<file path="src/afe_ctl_settings.svh">
////////////////////
// afe control settings
// widths, spi register map and the short phase lengths used for simulation
////////////////////

`ifndef AFE_CTL_SETTINGS_SVH
`define AFE_CTL_SETTINGS_SVH

// conditioning word and register widths
`define AFE_NUM_BITS   29
`define AFE_REG_W      32

// spi frame layout, 8 bit command then 32 data bits
`define AFE_ADDR_W     7
`define AFE_CMD_BITS   8
`define AFE_FRAME_BITS 40

// register map, other addresses read zero
`define AFE_ADDR_LED     7'd1
`define AFE_ADDR_MODE    7'd2
`define AFE_ADDR_DIRECT  7'd3
`define AFE_ADDR_DIRECT2 7'd4

// phase lengths in clk cycles
`define AFE_ALT_PERIOD 16    // direct / direct2 swap
`define AFE_AZ_PERIOD  8     // one auto-zero phase
`define AFE_AZ_LO_CODE 3     // azmux select of the zero reference

`endif

</file>
<file path="src/afe_ctl_pkg.sv">
////////////////////
// afe control types
// conditioning word layout, mux control, mode codes and the register file
////////////////////

`default_nettype none

`include "afe_ctl_settings.svh"

package afe_ctl_pkg;

  // one 4:1 analog mux, enable on top
  typedef struct packed {
    logic       en;
    logic [2:0] addr;
  } mux_ctl_t;

  // the 29 bit conditioning word, msb first
  typedef struct packed {
    logic       spi_interrupt;
    logic       meas_complete;
    logic       cmpr_latch;
    logic [3:0] adcmux;         // adc current switches
    logic [7:0] monitor;
    logic       led0;
    logic       sig_pc_sw;      // pre-charge switch
    mux_ctl_t   himux2;
    mux_ctl_t   himux;
    mux_ctl_t   azmux;          // bits 3:0
  } cond_word_t;

  typedef enum logic [2:0] {
    MODE_ZERO   = 3'd0,
    MODE_ONES   = 3'd1,
    MODE_COUNT  = 3'd2,
    MODE_DIRECT = 3'd3,
    MODE_ALT    = 3'd4,
    MODE_AZ     = 3'd5          // 6 and 7 fall back to zero
  } afe_mode_e;

  typedef struct packed {
    logic [`AFE_REG_W-1:0] led;
    logic [`AFE_REG_W-1:0] mode;
    logic [`AFE_REG_W-1:0] direct;
    logic [`AFE_REG_W-1:0] direct2;
  } reg_file_t;

endpackage

`default_nettype wire

</file>
<file path="src/spi_reg_bank.sv">
////////////////////
// spi register bank
// mode 0 slave sampled in clk, 40 bit frames, four 32 bit registers
// every frame reads back the addressed register on miso
////////////////////

`default_nettype none

`include "afe_ctl_settings.svh"

module spi_reg_bank
  import afe_ctl_pkg::*;
(
  input  logic      clk,
  input  logic      rst_n,
  input  logic      spi_clk,
  input  logic      spi_cs,     // active low
  input  logic      spi_mosi,
  output logic      spi_miso,
  output reg_file_t regs
);

  localparam logic [5:0] CMD_CNT   = 6'(`AFE_CMD_BITS);
  localparam logic [5:0] FRAME_CNT = 6'(`AFE_FRAME_BITS);

  ////////////////////
  // pin synchronisers

  logic [1:0] sclk_sync, cs_sync, mosi_sync;
  logic       sclk_q, cs_q;     // previous synced values for edge detect
  logic       sclk_rise, sclk_fall, cs_rise, cs_act, mosi_s;

  always_ff @(posedge clk)
  begin
    if (!rst_n)
    begin
      sclk_sync <= 2'b00;
      cs_sync   <= 2'b11;      // idle high
      mosi_sync <= 2'b00;
      sclk_q    <= 1'b0;
      cs_q      <= 1'b1;
    end
    else
    begin
      sclk_sync <= {sclk_sync[0], spi_clk};
      cs_sync   <= {cs_sync[0], spi_cs};
      mosi_sync <= {mosi_sync[0], spi_mosi};
      sclk_q    <= sclk_sync[1];
      cs_q      <= cs_sync[1];
    end
  end

  assign sclk_rise = sclk_sync[1] & ~sclk_q;
  assign sclk_fall = ~sclk_sync[1] & sclk_q;
  assign cs_rise   = cs_sync[1] & ~cs_q;   // end of frame
  assign cs_act    = ~cs_sync[1];
  assign mosi_s    = mosi_sync[1];

  ////////////////////
  // frame assembly

  logic [5:0]               bit_cnt;     // saturates, long frames never match
  logic [`AFE_CMD_BITS-1:0] cmd_sr;      // {wr, addr}
  logic [`AFE_REG_W-1:0]    data_sr;
  logic [`AFE_REG_W-1:0]    load_sr;     // readback shifter
  logic [`AFE_REG_W-1:0]    rd_val;
  logic [`AFE_ADDR_W-1:0]   addr;
  reg_file_t                regs_q;

  assign addr = cmd_sr[`AFE_ADDR_W-1:0];

  // command bits first, then data, msb first
  always_ff @(posedge clk)
  begin
    if (cs_act && sclk_rise)
    begin
      if (bit_cnt < CMD_CNT)
        cmd_sr <= {cmd_sr[`AFE_CMD_BITS-2:0], mosi_s};
      else
        data_sr <= {data_sr[`AFE_REG_W-2:0], mosi_s};
    end
  end

  always_comb
  begin
    case (addr)
      `AFE_ADDR_LED:     rd_val = regs_q.led;
      `AFE_ADDR_MODE:    rd_val = regs_q.mode;
      `AFE_ADDR_DIRECT:  rd_val = regs_q.direct;
      `AFE_ADDR_DIRECT2: rd_val = regs_q.direct2;
      default:           rd_val = '0;          // unmapped
    endcase
  end

  always_ff @(posedge clk)
  begin
    if (!rst_n)
    begin
      bit_cnt <= '0;
      load_sr <= '0;
      regs_q  <= '0;
    end
    else if (cs_rise)
    begin
      bit_cnt <= '0;
      load_sr <= '0;
      // write only on an exact 40 bit frame with the write bit set
      if (bit_cnt == FRAME_CNT && cmd_sr[`AFE_CMD_BITS-1])
      begin
        case (addr)
          `AFE_ADDR_LED:     regs_q.led     <= data_sr;
          `AFE_ADDR_MODE:    regs_q.mode    <= data_sr;
          `AFE_ADDR_DIRECT:  regs_q.direct  <= data_sr;
          `AFE_ADDR_DIRECT2: regs_q.direct2 <= data_sr;
          default:           regs_q         <= regs_q;
        endcase
      end
    end
    else if (cs_act)
    begin
      if (sclk_rise && bit_cnt != '1)
        bit_cnt <= bit_cnt + 6'd1;
      if (sclk_fall)
      begin
        if (bit_cnt == CMD_CNT)
          load_sr <= rd_val;                          // command complete, present value
        else
          load_sr <= {load_sr[`AFE_REG_W-2:0], 1'b0}; // next bit
      end
    end
  end

  assign spi_miso = load_sr[`AFE_REG_W-1];
  assign regs     = regs_q;

endmodule

`default_nettype wire

</file>
<file path="src/az_modulator.sv">
////////////////////
// auto-zero modulator
// alternates azmux between signal and zero reference, with pre-charge, led and monitor
////////////////////

`default_nettype none

`include "afe_ctl_settings.svh"

module az_modulator
  import afe_ctl_pkg::*;
(
  input  logic       clk,
  input  logic       rst_n,
  input  logic       run,          // mode is auto-zero
  input  mux_ctl_t   az_mux_val,   // signal select from direct
  output mux_ctl_t   az_azmux,
  output logic       az_pc_sw,
  output logic       az_led,
  output logic [7:0] az_monitor
);

  localparam int CNT_W = $clog2(`AFE_AZ_PERIOD);
  localparam logic [CNT_W-1:0] CNT_LAST = CNT_W'(`AFE_AZ_PERIOD - 1);
  localparam mux_ctl_t AZ_LO = '{en: 1'b1, addr: 3'(`AFE_AZ_LO_CODE)};

  logic [CNT_W-1:0] cnt_q;
  logic             phase_q;   // 0 signal, 1 zero
  logic             led_q;

  ////////////////////
  // phase sequencer
  always_ff @(posedge clk)
  begin
    if (!rst_n)
    begin
      cnt_q   <= '0;
      phase_q <= 1'b0;
      led_q   <= 1'b0;
    end
    else if (!run)
    begin
      cnt_q   <= '0;          // park in signal phase
      phase_q <= 1'b0;
    end
    else if (cnt_q == CNT_LAST)
    begin
      cnt_q   <= '0;
      phase_q <= ~phase_q;
      if (phase_q)
        led_q <= ~led_q;      // once per signal + zero pair
    end
    else
      cnt_q <= cnt_q + 1'b1;
  end

  ////////////////////
  // registered outputs, all fields from the same state
  always_ff @(posedge clk)
  begin
    if (!rst_n)
    begin
      az_azmux   <= '0;
      az_pc_sw   <= 1'b0;
      az_led     <= 1'b0;
      az_monitor <= '0;
    end
    else
    begin
      az_azmux   <= phase_q ? AZ_LO : az_mux_val;
      az_pc_sw   <= ~phase_q;                    // closed while on signal
      az_led     <= led_q;
      az_monitor <= {6'b0, led_q, phase_q};
    end
  end

endmodule

`default_nettype wire

</file>
<file path="src/cond_mode_mux.sv">
////////////////////
// conditioning mode mux
// count and alternation generators, registered 8 way source select
////////////////////

`default_nettype none

`include "afe_ctl_settings.svh"

module cond_mode_mux
  import afe_ctl_pkg::*;
(
  input  logic       clk,
  input  logic       rst_n,
  input  reg_file_t  regs,
  input  mux_ctl_t   az_azmux,
  input  logic       az_pc_sw,
  input  logic       az_led,
  input  logic [7:0] az_monitor,
  output cond_word_t cond_out
);

  localparam int ALT_W = $clog2(`AFE_ALT_PERIOD);
  localparam logic [ALT_W-1:0] ALT_LAST = ALT_W'(`AFE_ALT_PERIOD - 1);

  logic [`AFE_NUM_BITS-1:0] count_q;   // free running pattern
  logic [ALT_W-1:0]         alt_cnt;
  logic                     alt_sel;   // 0 direct, 1 direct2
  afe_mode_e                mode;
  cond_word_t               direct_w, direct2_w, alt_w, az_w, next_w;

  ////////////////////
  // pattern generators
  always_ff @(posedge clk)
  begin
    if (!rst_n)
    begin
      count_q <= '0;
      alt_cnt <= '0;
      alt_sel <= 1'b0;
    end
    else
    begin
      count_q <= count_q + 1'b1;    // wraps mod 2^29
      if (alt_cnt == ALT_LAST)
      begin
        alt_cnt <= '0;
        alt_sel <= ~alt_sel;
      end
      else
        alt_cnt <= alt_cnt + 1'b1;
    end
  end

  // only the low 29 bits of the direct registers map to pins
  assign direct_w  = cond_word_t'(regs.direct[`AFE_NUM_BITS-1:0]);
  assign direct2_w = cond_word_t'(regs.direct2[`AFE_NUM_BITS-1:0]);
  assign alt_w     = alt_sel ? direct2_w : direct_w;
  assign mode      = afe_mode_e'(regs.mode[2:0]);

  // auto-zero word, modulator owns azmux, pre-charge, led and monitor
  always_comb
  begin
    az_w           = direct_w;
    az_w.azmux     = az_azmux;
    az_w.sig_pc_sw = az_pc_sw;
    az_w.led0      = az_led;
    az_w.monitor   = az_monitor;
  end

  ////////////////////
  // source select
  always_comb
  begin
    case (mode)
      MODE_ZERO:   next_w = '0;
      MODE_ONES:   next_w = '1;
      MODE_COUNT:  next_w = cond_word_t'(count_q);
      MODE_DIRECT: next_w = direct_w;
      MODE_ALT:    next_w = alt_w;
      MODE_AZ:     next_w = az_w;
      default:     next_w = '0;     // codes 6, 7
    endcase
  end

  always_ff @(posedge clk)
  begin
    if (!rst_n)
      cond_out <= '0;
    else
      cond_out <= next_w;
  end

endmodule

`default_nettype wire

</file>
<file path="src/afe_ctl_top.sv">
////////////////////
// afe control top
// spi register bank, auto-zero modulator and mode mux to the pins
////////////////////

`default_nettype none

module afe_ctl_top
  import afe_ctl_pkg::*;
(
  input  logic       clk,
  input  logic       rst_n,
  input  logic       spi_clk,
  input  logic       spi_cs,      // active low
  input  logic       spi_mosi,
  output logic       spi_miso,
  output cond_word_t cond_out     // analog muxes, pre-charge, led, monitor, adc
);

  reg_file_t  regs;
  logic       run;
  mux_ctl_t   az_azmux;
  logic       az_pc_sw;
  logic       az_led;
  logic [7:0] az_monitor;

  spi_reg_bank i_spi_reg_bank (
    .clk      (clk),
    .rst_n    (rst_n),
    .spi_clk  (spi_clk),
    .spi_cs   (spi_cs),
    .spi_mosi (spi_mosi),
    .spi_miso (spi_miso),
    .regs     (regs)
  );

  // modulator only steps while auto-zero is selected
  assign run = (afe_mode_e'(regs.mode[2:0]) == MODE_AZ);

  az_modulator i_az_modulator (
    .clk        (clk),
    .rst_n      (rst_n),
    .run        (run),
    .az_mux_val (mux_ctl_t'(regs.direct[3:0])),   // azmux field of direct
    .az_azmux   (az_azmux),
    .az_pc_sw   (az_pc_sw),
    .az_led     (az_led),
    .az_monitor (az_monitor)
  );

  cond_mode_mux i_cond_mode_mux (
    .clk        (clk),
    .rst_n      (rst_n),
    .regs       (regs),
    .az_azmux   (az_azmux),
    .az_pc_sw   (az_pc_sw),
    .az_led     (az_led),
    .az_monitor (az_monitor),
    .cond_out   (cond_out)
  );

endmodule

`default_nettype wire

</file>
<file path="config.mk">
export PLATFORM = sky130hd
export DESIGN_NAME = afe_ctl_top
export DESIGN_NICKNAME = d
export VERILOG_FILES = /design/src/afe_ctl_pkg.sv /design/src/spi_reg_bank.sv /design/src/az_modulator.sv /design/src/cond_mode_mux.sv /design/src/afe_ctl_top.sv
export VERILOG_INCLUDE_DIRS = /design/src
export SDC_FILE = /design/constraint.sdc
export NUM_CORES = 1
export LEC_CHECK = 0
export ABC_AREA = 1
export BUFFER_PORTS_ARGS = -buffer_cell sky130_fd_sc_hd__buf_2
export CAP_MARGIN = 0
export CORE_ASPECT_RATIO = 0.7
export CORE_MARGIN = 2
export CORE_UTILIZATION = 38
export CTS_CLUSTER_SIZE = 10
export DETAILED_ROUTE_END_ITERATION = 8
export HOLD_SLACK_MARGIN = 0.12
export SLEW_MARGIN = 10
export SYNTH_ARGS = -nofsm -noshare
export SYNTH_HDL_FRONTEND = slang
export SYNTH_HIERARCHICAL = 1
export SYNTH_SLANG_ARGS = --single-unit
</file>
<file path="constraint.sdc">
create_clock -name clk -period 5.7 [get_ports clk]
set_clock_uncertainty 0.2 [all_clocks]
set_input_delay 0.855 -clock clk [delete_from_list [all_inputs] [get_ports clk]]
set_output_delay 0.855 -clock clk [all_outputs]
set_load 0.1 [all_outputs]
</file>
==> metrics.yaml, run 1 <==
status: "completed"
die_area_um2: 34900
path_buf_inv: 2
power_density_nw_per_um2: 298
rows: 55
cts_root_buf: "clkbuf_16"
clkSinkCount: 289
slew_violations: 0
hold_viol: 0
die_x_um: 222
ys_seq_area_share_pct: 48.8
rsz0062_at_grt: "false"
drc_errors: 0
setup.worst_path.class: "reg2reg"
cts_tree: "yes"
setup_viol: 0
coreArea_um2: 32600
p_leak_nw: 5.36
grt_pass1_vias: 10400
drtAntennaViolNets: 0
vias: 11300
nNetsFinal: 1697
port_buffers: 34
cts_resized: 0
drv_cap: 0
clk_latency_ns: 0.53
syn_inst: 1697
die_y_um: 157
max_freq_mhz: 272
crit_path_max_fanout: 43
cts_buffers: 35
timing.final.crit_share_pct: 64.4
hpwl_um: 24700
fin_setup_tns_ns: 0
crit_chain: "inv_1 -> nand2_1 -> nor2_4 -> nand2_1 -> nor2_4 -> inv_2 -> nor2_1 -> nor2_1"
antenna_found_initial: 0
syn_avg_cell_area_um2: 7.47
area_delta_synth_final_pct: 10.4
crit_path_top_delay_cell: "nor2_4"
grt_first_pass_wirelength_um: 60400
drt-wirelength-per-cell_um: 18.0
initial_core_util_pct: 38.9
layout_common_cells: "nor2_1, dfxtp_1, nand2_1"
critPathTopFamily: "simple AND/OR/NAND/NOR gates"
vdd_drop_max_mv: 0.165
first_pass_iters: 5
maxSlewHeadroom_pct: 18.7
htreeDepth: 2
ioPinCount: 35
path_clk_slew_ns: 0.05
worst_slew_pin_slew_ns: 1.21
min_path_type: "reg2reg"
worstPathArrival_ns: 3.87
final_common_cell: "nor2_1"
wirelength_um: 38500
synth-seq-cells: 289
gp_congestion: 0.890
crit_path_start_kind: "register"
required_ns: 5.90
finalPower_mw: 4.18
netlist_area_um2: 12700
detail_route.iter0.violations: 1447
grt_remaining_overflow: 0
ys_types: 39
cts_setup_buffers: 0
gr-usage-all-layers_pct: 22.2
diodes: 0
critPathCaptureType: "register"
cts_hold_buffers: 0
cpPeakStageDelay_ns: 0.79
drive_gt1_share_pct: 8.20
period_minus_slack_ns: 3.67
grt_max_degree: 99
yosysWarnings: 6
cts_buffer_depth: 3
viasPerCell: 5.28
## metrics by stage
stage / setup WS [ns] / util (%) / hold slack (ns) / cell area, um^2 / std cells
6_report: 2.03 / 43.0 / 0.205 / 14000 / 2135
5_1_grt: 1.66 / 43.0 / 0.238 / 14000 / 2135
4_1_cts: 2.06 / 43.0 / 0.208 / 14000 / 2135
3_5_place_dp: 2.06 / 39.8 / 0.195 / 13000 / 2076
3_3_place_gp: 2.21 / 39.8 / 0.197 / 13000 / 2076
2_1_floorplan: 2.80 / - / 0.180 / 12700 / 1702
## final timing paths
check | from | end | slack, ns | depth (start not counted)
worst max-delay path | i_spi_reg_bank/cmd_sr[5] | i_spi_reg_bank/regs[18] | 2.03 | 8
worst min-delay path | i_spi_reg_bank/cs_sync[0] | i_spi_reg_bank/cs_sync[1] | 0.21 | 2
worst max register to register | i_spi_reg_bank/cmd_sr[5] | i_spi_reg_bank/regs[18] | 2.03 | 8
worst min register to register | i_spi_reg_bank/cs_sync[0] | i_spi_reg_bank/cs_sync[1] | 0.21 | 2
## registers in the layout (all words and copies together), names as in the netlist
signal / cells
i_spi_reg_bank/regs: 128
i_spi_reg_bank/data_sr: 32
i_spi_reg_bank/load_sr: 32
i_cond_mode_mux/cond_out: 29
i_cond_mode_mux/count_q: 29
i_spi_reg_bank/cmd_sr: 8
i_spi_reg_bank/bit_cnt: 6
i_az_modulator/az_azmux: 4
i_cond_mode_mux/alt_cnt: 4
i_az_modulator/cnt_q: 3
i_spi_reg_bank/cs_sync: 2
i_spi_reg_bank/mosi_sync: 2
i_spi_reg_bank/sclk_sync: 2
i_az_modulator/az_led: 1
i_az_modulator/az_monitor: 1
i_az_modulator/az_pc_sw: 1
i_az_modulator/led_q: 1
i_az_modulator/phase_q: 1
i_cond_mode_mux/alt_sel: 1
i_spi_reg_bank/cs_q: 1
i_spi_reg_bank/sclk_q: 1
## Yosys cell counts (all sizes together)
cell | instances | share of area [%]
nand3 | 168 | 6.9
a31oi | 1 | 0.049
clkbuf | 40 | 1.2
a21boi | 1 | 0.059
clkinv | 1 | 0.030
xor2 | 3 | 0.21
inv | 106 | 3.2
a211oi | 1 | 0.059
conb | 1 | 0.030
nand4 | 2 | 0.099
dfxtp | 249 | 39
nand3b | 2 | 0.12
and2 | 1 | 0.049
nor3b | 2 | 0.12
o21a | 2 | 0.12
o21bai | 32 | 1.9
xnor2 | 1 | 0.069
nor3 | 18 | 0.80
a21oi | 76 | 3.0
edfxtp | 40 | 9.5
nand2 | 248 | 7.5
nor2 | 409 | 13
ha | 6 | 0.59
buf | 62 | 3.3
o21ai | 225 | 8.9
## final cells by class
class	count	area (um^2)
Inverter	107	409
Multi-Input combinational cell	1204	5560
Clock buffer	58	1010
Timing Repair Buffer	49	285
Sequential cell	289	6190
Clock inverter	1	8.76
Fill cell	3288	18600
Tap cell	427	534
## logic make-up (layout without fill, tap and decap cells)
logic type,count (synthesis),count (layout),synth area share (%)
compound gates,338,338,14.1
simple gates,850,850,28.5
fa+ha+maj,6,6,0.592
xor+xnor,4,4,0.276
other cells,1,6,0.0296
flops,289,289,48.8
buf+inv,209,215,7.76
## metal layers
metal	vias up	global-route usage, %	part of all wire, %
met1	5280	34.3	49
met5	-	0	0
met2	439	31.2	40
met3	55	4.19	9.1
met4	0	5.41	1.6
li1	5507	-	-
## where the power goes
group | internal (mW) | leakage, nW | switching, mW | total, mW
logic | 0.0125 | 2.50 | 0.0424 | 0.0549
clock network | 1.21 | 0.491 | 0.842 | 2.05
registers | 2.07 | 2.37 | 0.00431 | 2.07
## tightest hold or removal path, stage by stage (launching register included)
cell and delay (ns):
dfxtp_1 0.30, inv_1 0.03, nand2_1 0.04
No activity file was read; power rests on OpenSTA's default activity.
==> run 2: changes to the inputs <==
- clock period: 5.7 -> 3.4 ns (I/O delays scaled with it)
==> metrics.yaml, run 2 (same netlist as run 1, synthesis figures left out) <==
max_freq_mhz: 398  # was 272 MHz
drive_gt1_share_pct: 8.46  # was 8.20%
nNetsFinal: 1707  # was 1697
coreArea_um2: 32600  # unchanged
ff2ff_setup_slack_ns: 0.89  # was 2.03 ns
area_delta_synth_final_pct: 10.6  # was 10.4%
slew_violations: 0  # unchanged
cts_buffer_depth: 3  # unchanged
rows: 55  # unchanged
cts_root_buf: "clkbuf_16"  # unchanged
first_pass_iters: 6  # was 5
timing.final.crit_share_pct: 73.9  # was 64.4%
htreeDepth: 2  # unchanged
critPathLaunch: "i_spi_reg_bank/cmd_sr[5]"  # unchanged
final_cells: 2141  # was 2135
crit_path_start_kind: "register"  # unchanged
ioPinCount: 35  # unchanged
final_area_um2: 14000  # about the same
vias: 11400  # was 11300
worstReg2RegEnd: "i_spi_reg_bank/regs[75]"  # was i_spi_reg_bank/regs[18]
min_path_cells: 2  # unchanged
drc_errors: 0  # unchanged
p_seq_share_pct: 50.6  # was 49.6%
gr-usage-all-layers_pct: 21.9  # was 22.2%
maxSlewHeadroom_pct: 47.2  # was 18.7%
finalPower_mw: 6.87  # was 4.18 mW
min_path_type: "reg2reg"  # unchanged
cts_buffers: 34  # was 35
crit_path_max_fanout: 31  # was 43
antenna_found_initial: 1  # was 0
die_y_um: 157  # unchanged
switching_share_pct: 21.6  # was 21.3%
diodes: 0  # unchanged
hold_viol: 0  # unchanged
cts_hold_buffers: 3  # was 0
holdWs_ns: 0.204  # was 0.205 ns
wirelength_um: 38300  # was 38500 um
detail_route.iter0.violations: 1458  # was 1447
critPathCaptureType: "register"  # unchanged
grt_remaining_overflow: 0  # unchanged
combPwrFrac_pct: 1.4  # was 1.3%
p_clk_share_pct: 48.0  # was 49.1%
port_buffers: 34  # unchanged
grt_max_degree: 174  # was 99
p_leak_nw: 5.38  # was 5.36 nW
layout_common_cells: "nor2_1, dfxtp_1, nand2_1"  # unchanged
path_clk_slew_ns: 0.06  # was 0.05 ns
cts_tree: "yes"  # unchanged
fin_setup_tns_ns: 0  # unchanged
rsz0062_at_grt: "false"  # unchanged
viasPerCell: 5.33  # was 5.28
r2r_start: "i_spi_reg_bank/cmd_sr[5]"  # unchanged
die_x_um: 222  # unchanged
required_ns: 3.66  # was 5.90 ns
internal_power_mw: 5.38  # was 3.29 mW
worst_slew_pin_slew_ns: 0.787  # was 1.21 ns
initial_core_util_pct: 38.9  # unchanged
reg2reg_depth: 9  # was 8
setup.worst_path.class: "reg2reg"  # unchanged
vdd_drop_max_mv: 0.249  # was 0.165 mV
period_minus_slack_ns: 2.51  # was 3.67 ns
dpl.cell_count: 2084  # was 2076
drv_cap: 0  # unchanged
clkSinkCount: 289  # unchanged
clk_latency_ns: 0.53  # about the same
p_switching_mw: 1.48  # was 888 uW
drtAntennaViolNets: 0  # unchanged
place_area_um2: 13000  # about the same
final_common_cell: "nor2_1"  # unchanged
drt-wirelength-per-cell_um: 17.9  # was 18.0 um
worstPathArrival_ns: 2.77  # was 3.87 ns
cts_resized: 0  # unchanged
fillers: 3254  # was 3288
status: "completed"  # unchanged
hold_path_end: "i_spi_reg_bank/cs_sync[1]"  # unchanged
grt_first_pass_wirelength_um: 59700  # was 60400 um
grt_pass1_vias: 10400  # about the same
setup_viol: 0  # unchanged
gp_congestion: 0.832  # was 0.890
hpwl_um: 24500  # was 24700 um
largest_register_ffs: 128  # unchanged
die_area_um2: 34900  # unchanged
hold_start: "i_spi_reg_bank/cs_sync[0]"  # unchanged
power_density_nw_per_um2: 490  # was 298 nW/um^2
cts_setup_buffers: 0  # unchanged
[run 2: cell types whose count changed in the layout (fill, tap and decap cells not counted)]
cell and change:
buf_12 +1, inv_6 +1, dlygate4sd3_1 +3, buf_4 +7, clkbuf_1 -2, clkbuf_8 -1, clkinv_4 -1, clkbuf_16 -2
[run 2: per-layer routing]
metal / vias to the layer above / track usage, % / wire length (um)
met5: - / 0 / 0
met4: 0 / 5.53 / 595
met2: 478 / 30.9 / 15400
met1: 5351 / 33.4 / 18900
li1: 5530 / - / -
met3: 52 / 4.41 / 3290
[run 2: layout make-up]
class                           count  area (um^2)  share of cell area (%)
Tap cell                          427          534                    3.81
Clock inverter                      1         8.76                  0.0624
Clock buffer                       53          943                    6.73
Sequential cell                   289         6190                    44.1
Multi-Input combinational cell   1204         5560                    39.6
Timing Repair Buffer               60          388                    2.77
Inverter                          107          409                    2.92
[run 2: stage by stage]
| step | setup slack, ns | util (%) |
|---|---|---|
| 3_3_place_gp | 0.970 | 40.1 |
| 5_1_grt | 0.695 | 43.1 |
| 4_1_cts | 0.911 | 43.1 |
| 2_1_floorplan | 0.499 | - |
| 6_report | 0.888 | 43.1 |
| 3_5_place_dp | 0.917 | 40.1 |
[run 2: worst max-delay path, cell delays in order (launching register included)]
cell and delay, ns:
edfxtp_1 0.38, inv_1 0.06, nand2_1 0.08, nor2_4 0.17
buf_4 0.34, nand2_2 0.22, nor2_4 0.38, buf_4 0.36
o21ai_0 0.12, nor2_1 0.12
[run 2: worst max-delay path by stage]
| stage | endpoint | slack [ns] |
|---|---|---|
| final | i_spi_reg_bank/regs[75] | 0.89 |
| after global routing | i_spi_reg_bank/regs[20] | 0.69 |
| after CTS | i_spi_reg_bank/regs[65] | 0.91 |
| after detailed placement | i_spi_reg_bank/regs[76] | 0.92 |
| after global placement | i_spi_reg_bank/regs[76] | 0.97 |
| after floorplan | i_spi_reg_bank/data_sr[0] | 0.50 |
[run 2: power by group through the flow]
stage	clock network [mW]	logic [mW]	registers, mW
2_1_floorplan	0	0.0700	3.54
3_3_place_gp	0	0.0923	3.55
3_5_place_dp	0	0.0930	3.55
4_1_cts	3.36	0.0958	3.47
5_1_grt	3.50	0.107	3.47
6_report	3.30	0.0970	3.47
==> run 3: changes to the inputs <==
- clock period: 3.4 -> 2.4 ns (I/O delays scaled with it)
==> metrics.yaml, run 3 (same netlist as run 1, synthesis figures left out) <==
drv_cap: 0  # unchanged
die_y_um: 157  # unchanged
grt_max_degree: 72  # was 174
fin_setup_tns_ns: 0  # unchanged
final_common_cell: "nor2_1"  # unchanged
antenna_found_initial: 0  # was 1
die_x_um: 222  # unchanged
largest_register_ffs: 128  # unchanged
crit_path_top_delay_cell: "dfxtp_1"  # was edfxtp_1
drtAntennaViolNets: 0  # unchanged
nNetsFinal: 1722  # was 1707
critPathCaptureType: "register"  # unchanged
p_clk_share_pct: 48.8  # was 48.0%
detail_route.iter0.violations: 1315  # was 1458
period_minus_slack_ns: 2.13  # was 2.51 ns
gr-usage-all-layers_pct: 22.0  # was 21.9%
r2r_start: "i_spi_reg_bank/bit_cnt[0]"  # was i_spi_reg_bank/cmd_sr[5]
dpl.cell_count: 2097  # was 2084
crit_path_max_fanout: 32  # was 31
vias: 11400  # about the same
htreeDepth: 2  # unchanged
area_delta_synth_final_pct: 12.2  # was 10.6%
hpwl_um: 24400  # was 24500 um
crit_chain: "inv_1 -> ha_1 -> nand3_4 -> nor3_4 -> nand3_4 -> nor2_4 -> inv_2 -> nor2_1 -> nor2_1"  # was inv_1 -> nand2_1 -> nor2_4 -> buf_4 -> nand2_2 -> nor2_4 -> buf_4 -> o21ai_0 -> nor2_1
viasPerCell: 5.30  # was 5.33
hold_viol: 0  # unchanged
die_area_um2: 34900  # unchanged
hold_start: "i_spi_reg_bank/cs_sync[0]"  # unchanged
grt_remaining_overflow: 0  # unchanged
regArea_um2: 6190  # unchanged
slew_violations: 0  # unchanged
cts_tree: "yes"  # unchanged
internal_power_mw: 7.77  # was 5.38 mW
path_clk_slew_ns: 0.05  # was 0.06 ns
p_switching_mw: 2.12  # was 1.48 mW
maxSlewHeadroom_pct: 50.4  # was 47.2%
first_pass_iters: 7  # was 6
drc_errors: 0  # unchanged
rows: 55  # unchanged
crit_path_start_kind: "register"  # unchanged
ioPinCount: 35  # unchanged
worst_slew_pin_slew_ns: 0.744  # was 0.787 ns
clkSinkCount: 289  # unchanged
fillers: 3295  # was 3254
diodes: 0  # unchanged
cpPeakStageDelay_ns: 0.33  # was 0.38 ns
grt_first_pass_wirelength_um: 60800  # was 59700 um
cts_root_buf: "clkbuf_16"  # unchanged
grt_pass1_vias: 10700  # was 10400
setup_viol: 0  # unchanged
wirelength_um: 37800  # was 38300 um
power_density_nw_per_um2: 695  # was 490 nW/um^2
min_path_type: "reg2reg"  # unchanged
p_seq_share_pct: 49.8  # was 50.6%
gp_congestion: 0.844  # was 0.832
coreArea_um2: 32600  # unchanged
max_freq_mhz: 470  # was 398 MHz
p_leak_nw: 5.48  # was 5.38 nW
critPathTopFamily: "simple AND/OR/NAND/NOR gates"  # unchanged
layout_common_cells: "nor2_1, dfxtp_1, nand2_1"  # unchanged
status: "completed"  # unchanged
worstPathArrival_ns: 2.33  # was 2.77 ns
initial_core_util_pct: 38.9  # unchanged
drt-wirelength-per-cell_um: 17.5  # was 17.9 um
cts_resized: 0  # unchanged
path_buf_inv: 2  # was 3
timing.final.crit_share_pct: 88.6  # was 73.9%
cts_buffers: 35  # was 34
critPathLaunch: "i_spi_reg_bank/bit_cnt[0]"  # was i_spi_reg_bank/cmd_sr[5]
cts_buffer_depth: 3  # unchanged
combPwrFrac_pct: 1.4  # about the same
required_ns: 2.61  # was 3.66 ns
multi_input_area_um2: 5560  # unchanged
final_cells: 2157  # was 2141
vdd_drop_max_mv: 0.364  # was 0.249 mV
finalPower_mw: 9.89  # was 6.87 mW
clk_latency_ns: 0.53  # about the same
switching_share_pct: 21.4  # was 21.6%
drive_gt1_share_pct: 9.25  # was 8.46%
setup.worst_path.class: "reg2reg"  # unchanged
rsz0062_at_grt: "false"  # unchanged
port_buffers: 34  # unchanged
[run 3: cell types whose count changed in the layout (fill, tap and decap cells not counted), sizes merged]
cell	previous run	this run
buf	57	70
dlygate4sd3	3	4
clkbuf	53	55
[run 3: area by class of cell]
| cell class | instances | share of cell area (%) |
|---|---|---|
| well taps | 427 | 3.76 |
| repair buffers | 74 | 3.75 |
| flip-flops and latches | 289 | 43.5 |
| multi-input cells | 1204 | 39.1 |
| clock buffers | 55 | 6.99 |
| inverters | 107 | 2.88 |
| clock inverters | 1 | 0.0616 |
[run 3: per-layer routing]
metal  up-vias  wire length (um)  GRT usage [%]
li1       5549                 -              -
met1      5387             18400           33.3
met2       433             15400           31.4
met3        54              3430           4.88
met4         0               531           5.08
met5         -                 0              0
[run 3: worst paths after layout]
check,end,slack [ns],depth (start not counted)
setup / recovery,i_spi_reg_bank/regs[4],0.27,9
setup reg to reg,i_spi_reg_bank/regs[4],0.27,9
hold / removal,i_spi_reg_bank/cs_sync[1],0.20,2
hold reg to reg,i_spi_reg_bank/cs_sync[1],0.20,2
[run 3: stage by stage]
stage | hold WS (ns) | utilization [%] | area, um^2 | setup WS (ns)
final | 0.197 | 43.7 | 14200 | 0.275
after detailed placement | 0.196 | 40.5 | 13200 | 0.268
after global routing | 0.221 | 43.7 | 14200 | 0.0877
after global placement | 0.188 | 40.5 | 13200 | 0.338
after floorplan | 0.180 | - | 12700 | 0.265
after CTS | 0.207 | 43.7 | 14200 | 0.264
[run 3: tightest hold or removal path: cells and delay by family, from the launching register on]
kind / cells / cell delay [ns]
simple gates: 1 / 0.04
buf+inv: 1 / 0.03
flops: 1 / 0.30
[run 3: timing repair]
action / in CTS / in global routing
buffers inserted: 0 / 0
hold buffers: 4 / 0
endpoints found under the hold margin: 18 / 0
setup endpoints to repair: 0 / 0
[run 3: power by group through the flow]
stage / combinational, mW / clock, mW / sequential, mW
floorplan: 0.0991 / 0 / 5.02
global placement: 0.136 / 0 / 5.02
detailed placement: 0.137 / 0 / 5.02
CTS: 0.142 / 4.93 / 4.92
global route: 0.160 / 5.13 / 4.92
finish: 0.143 / 4.82 / 4.92
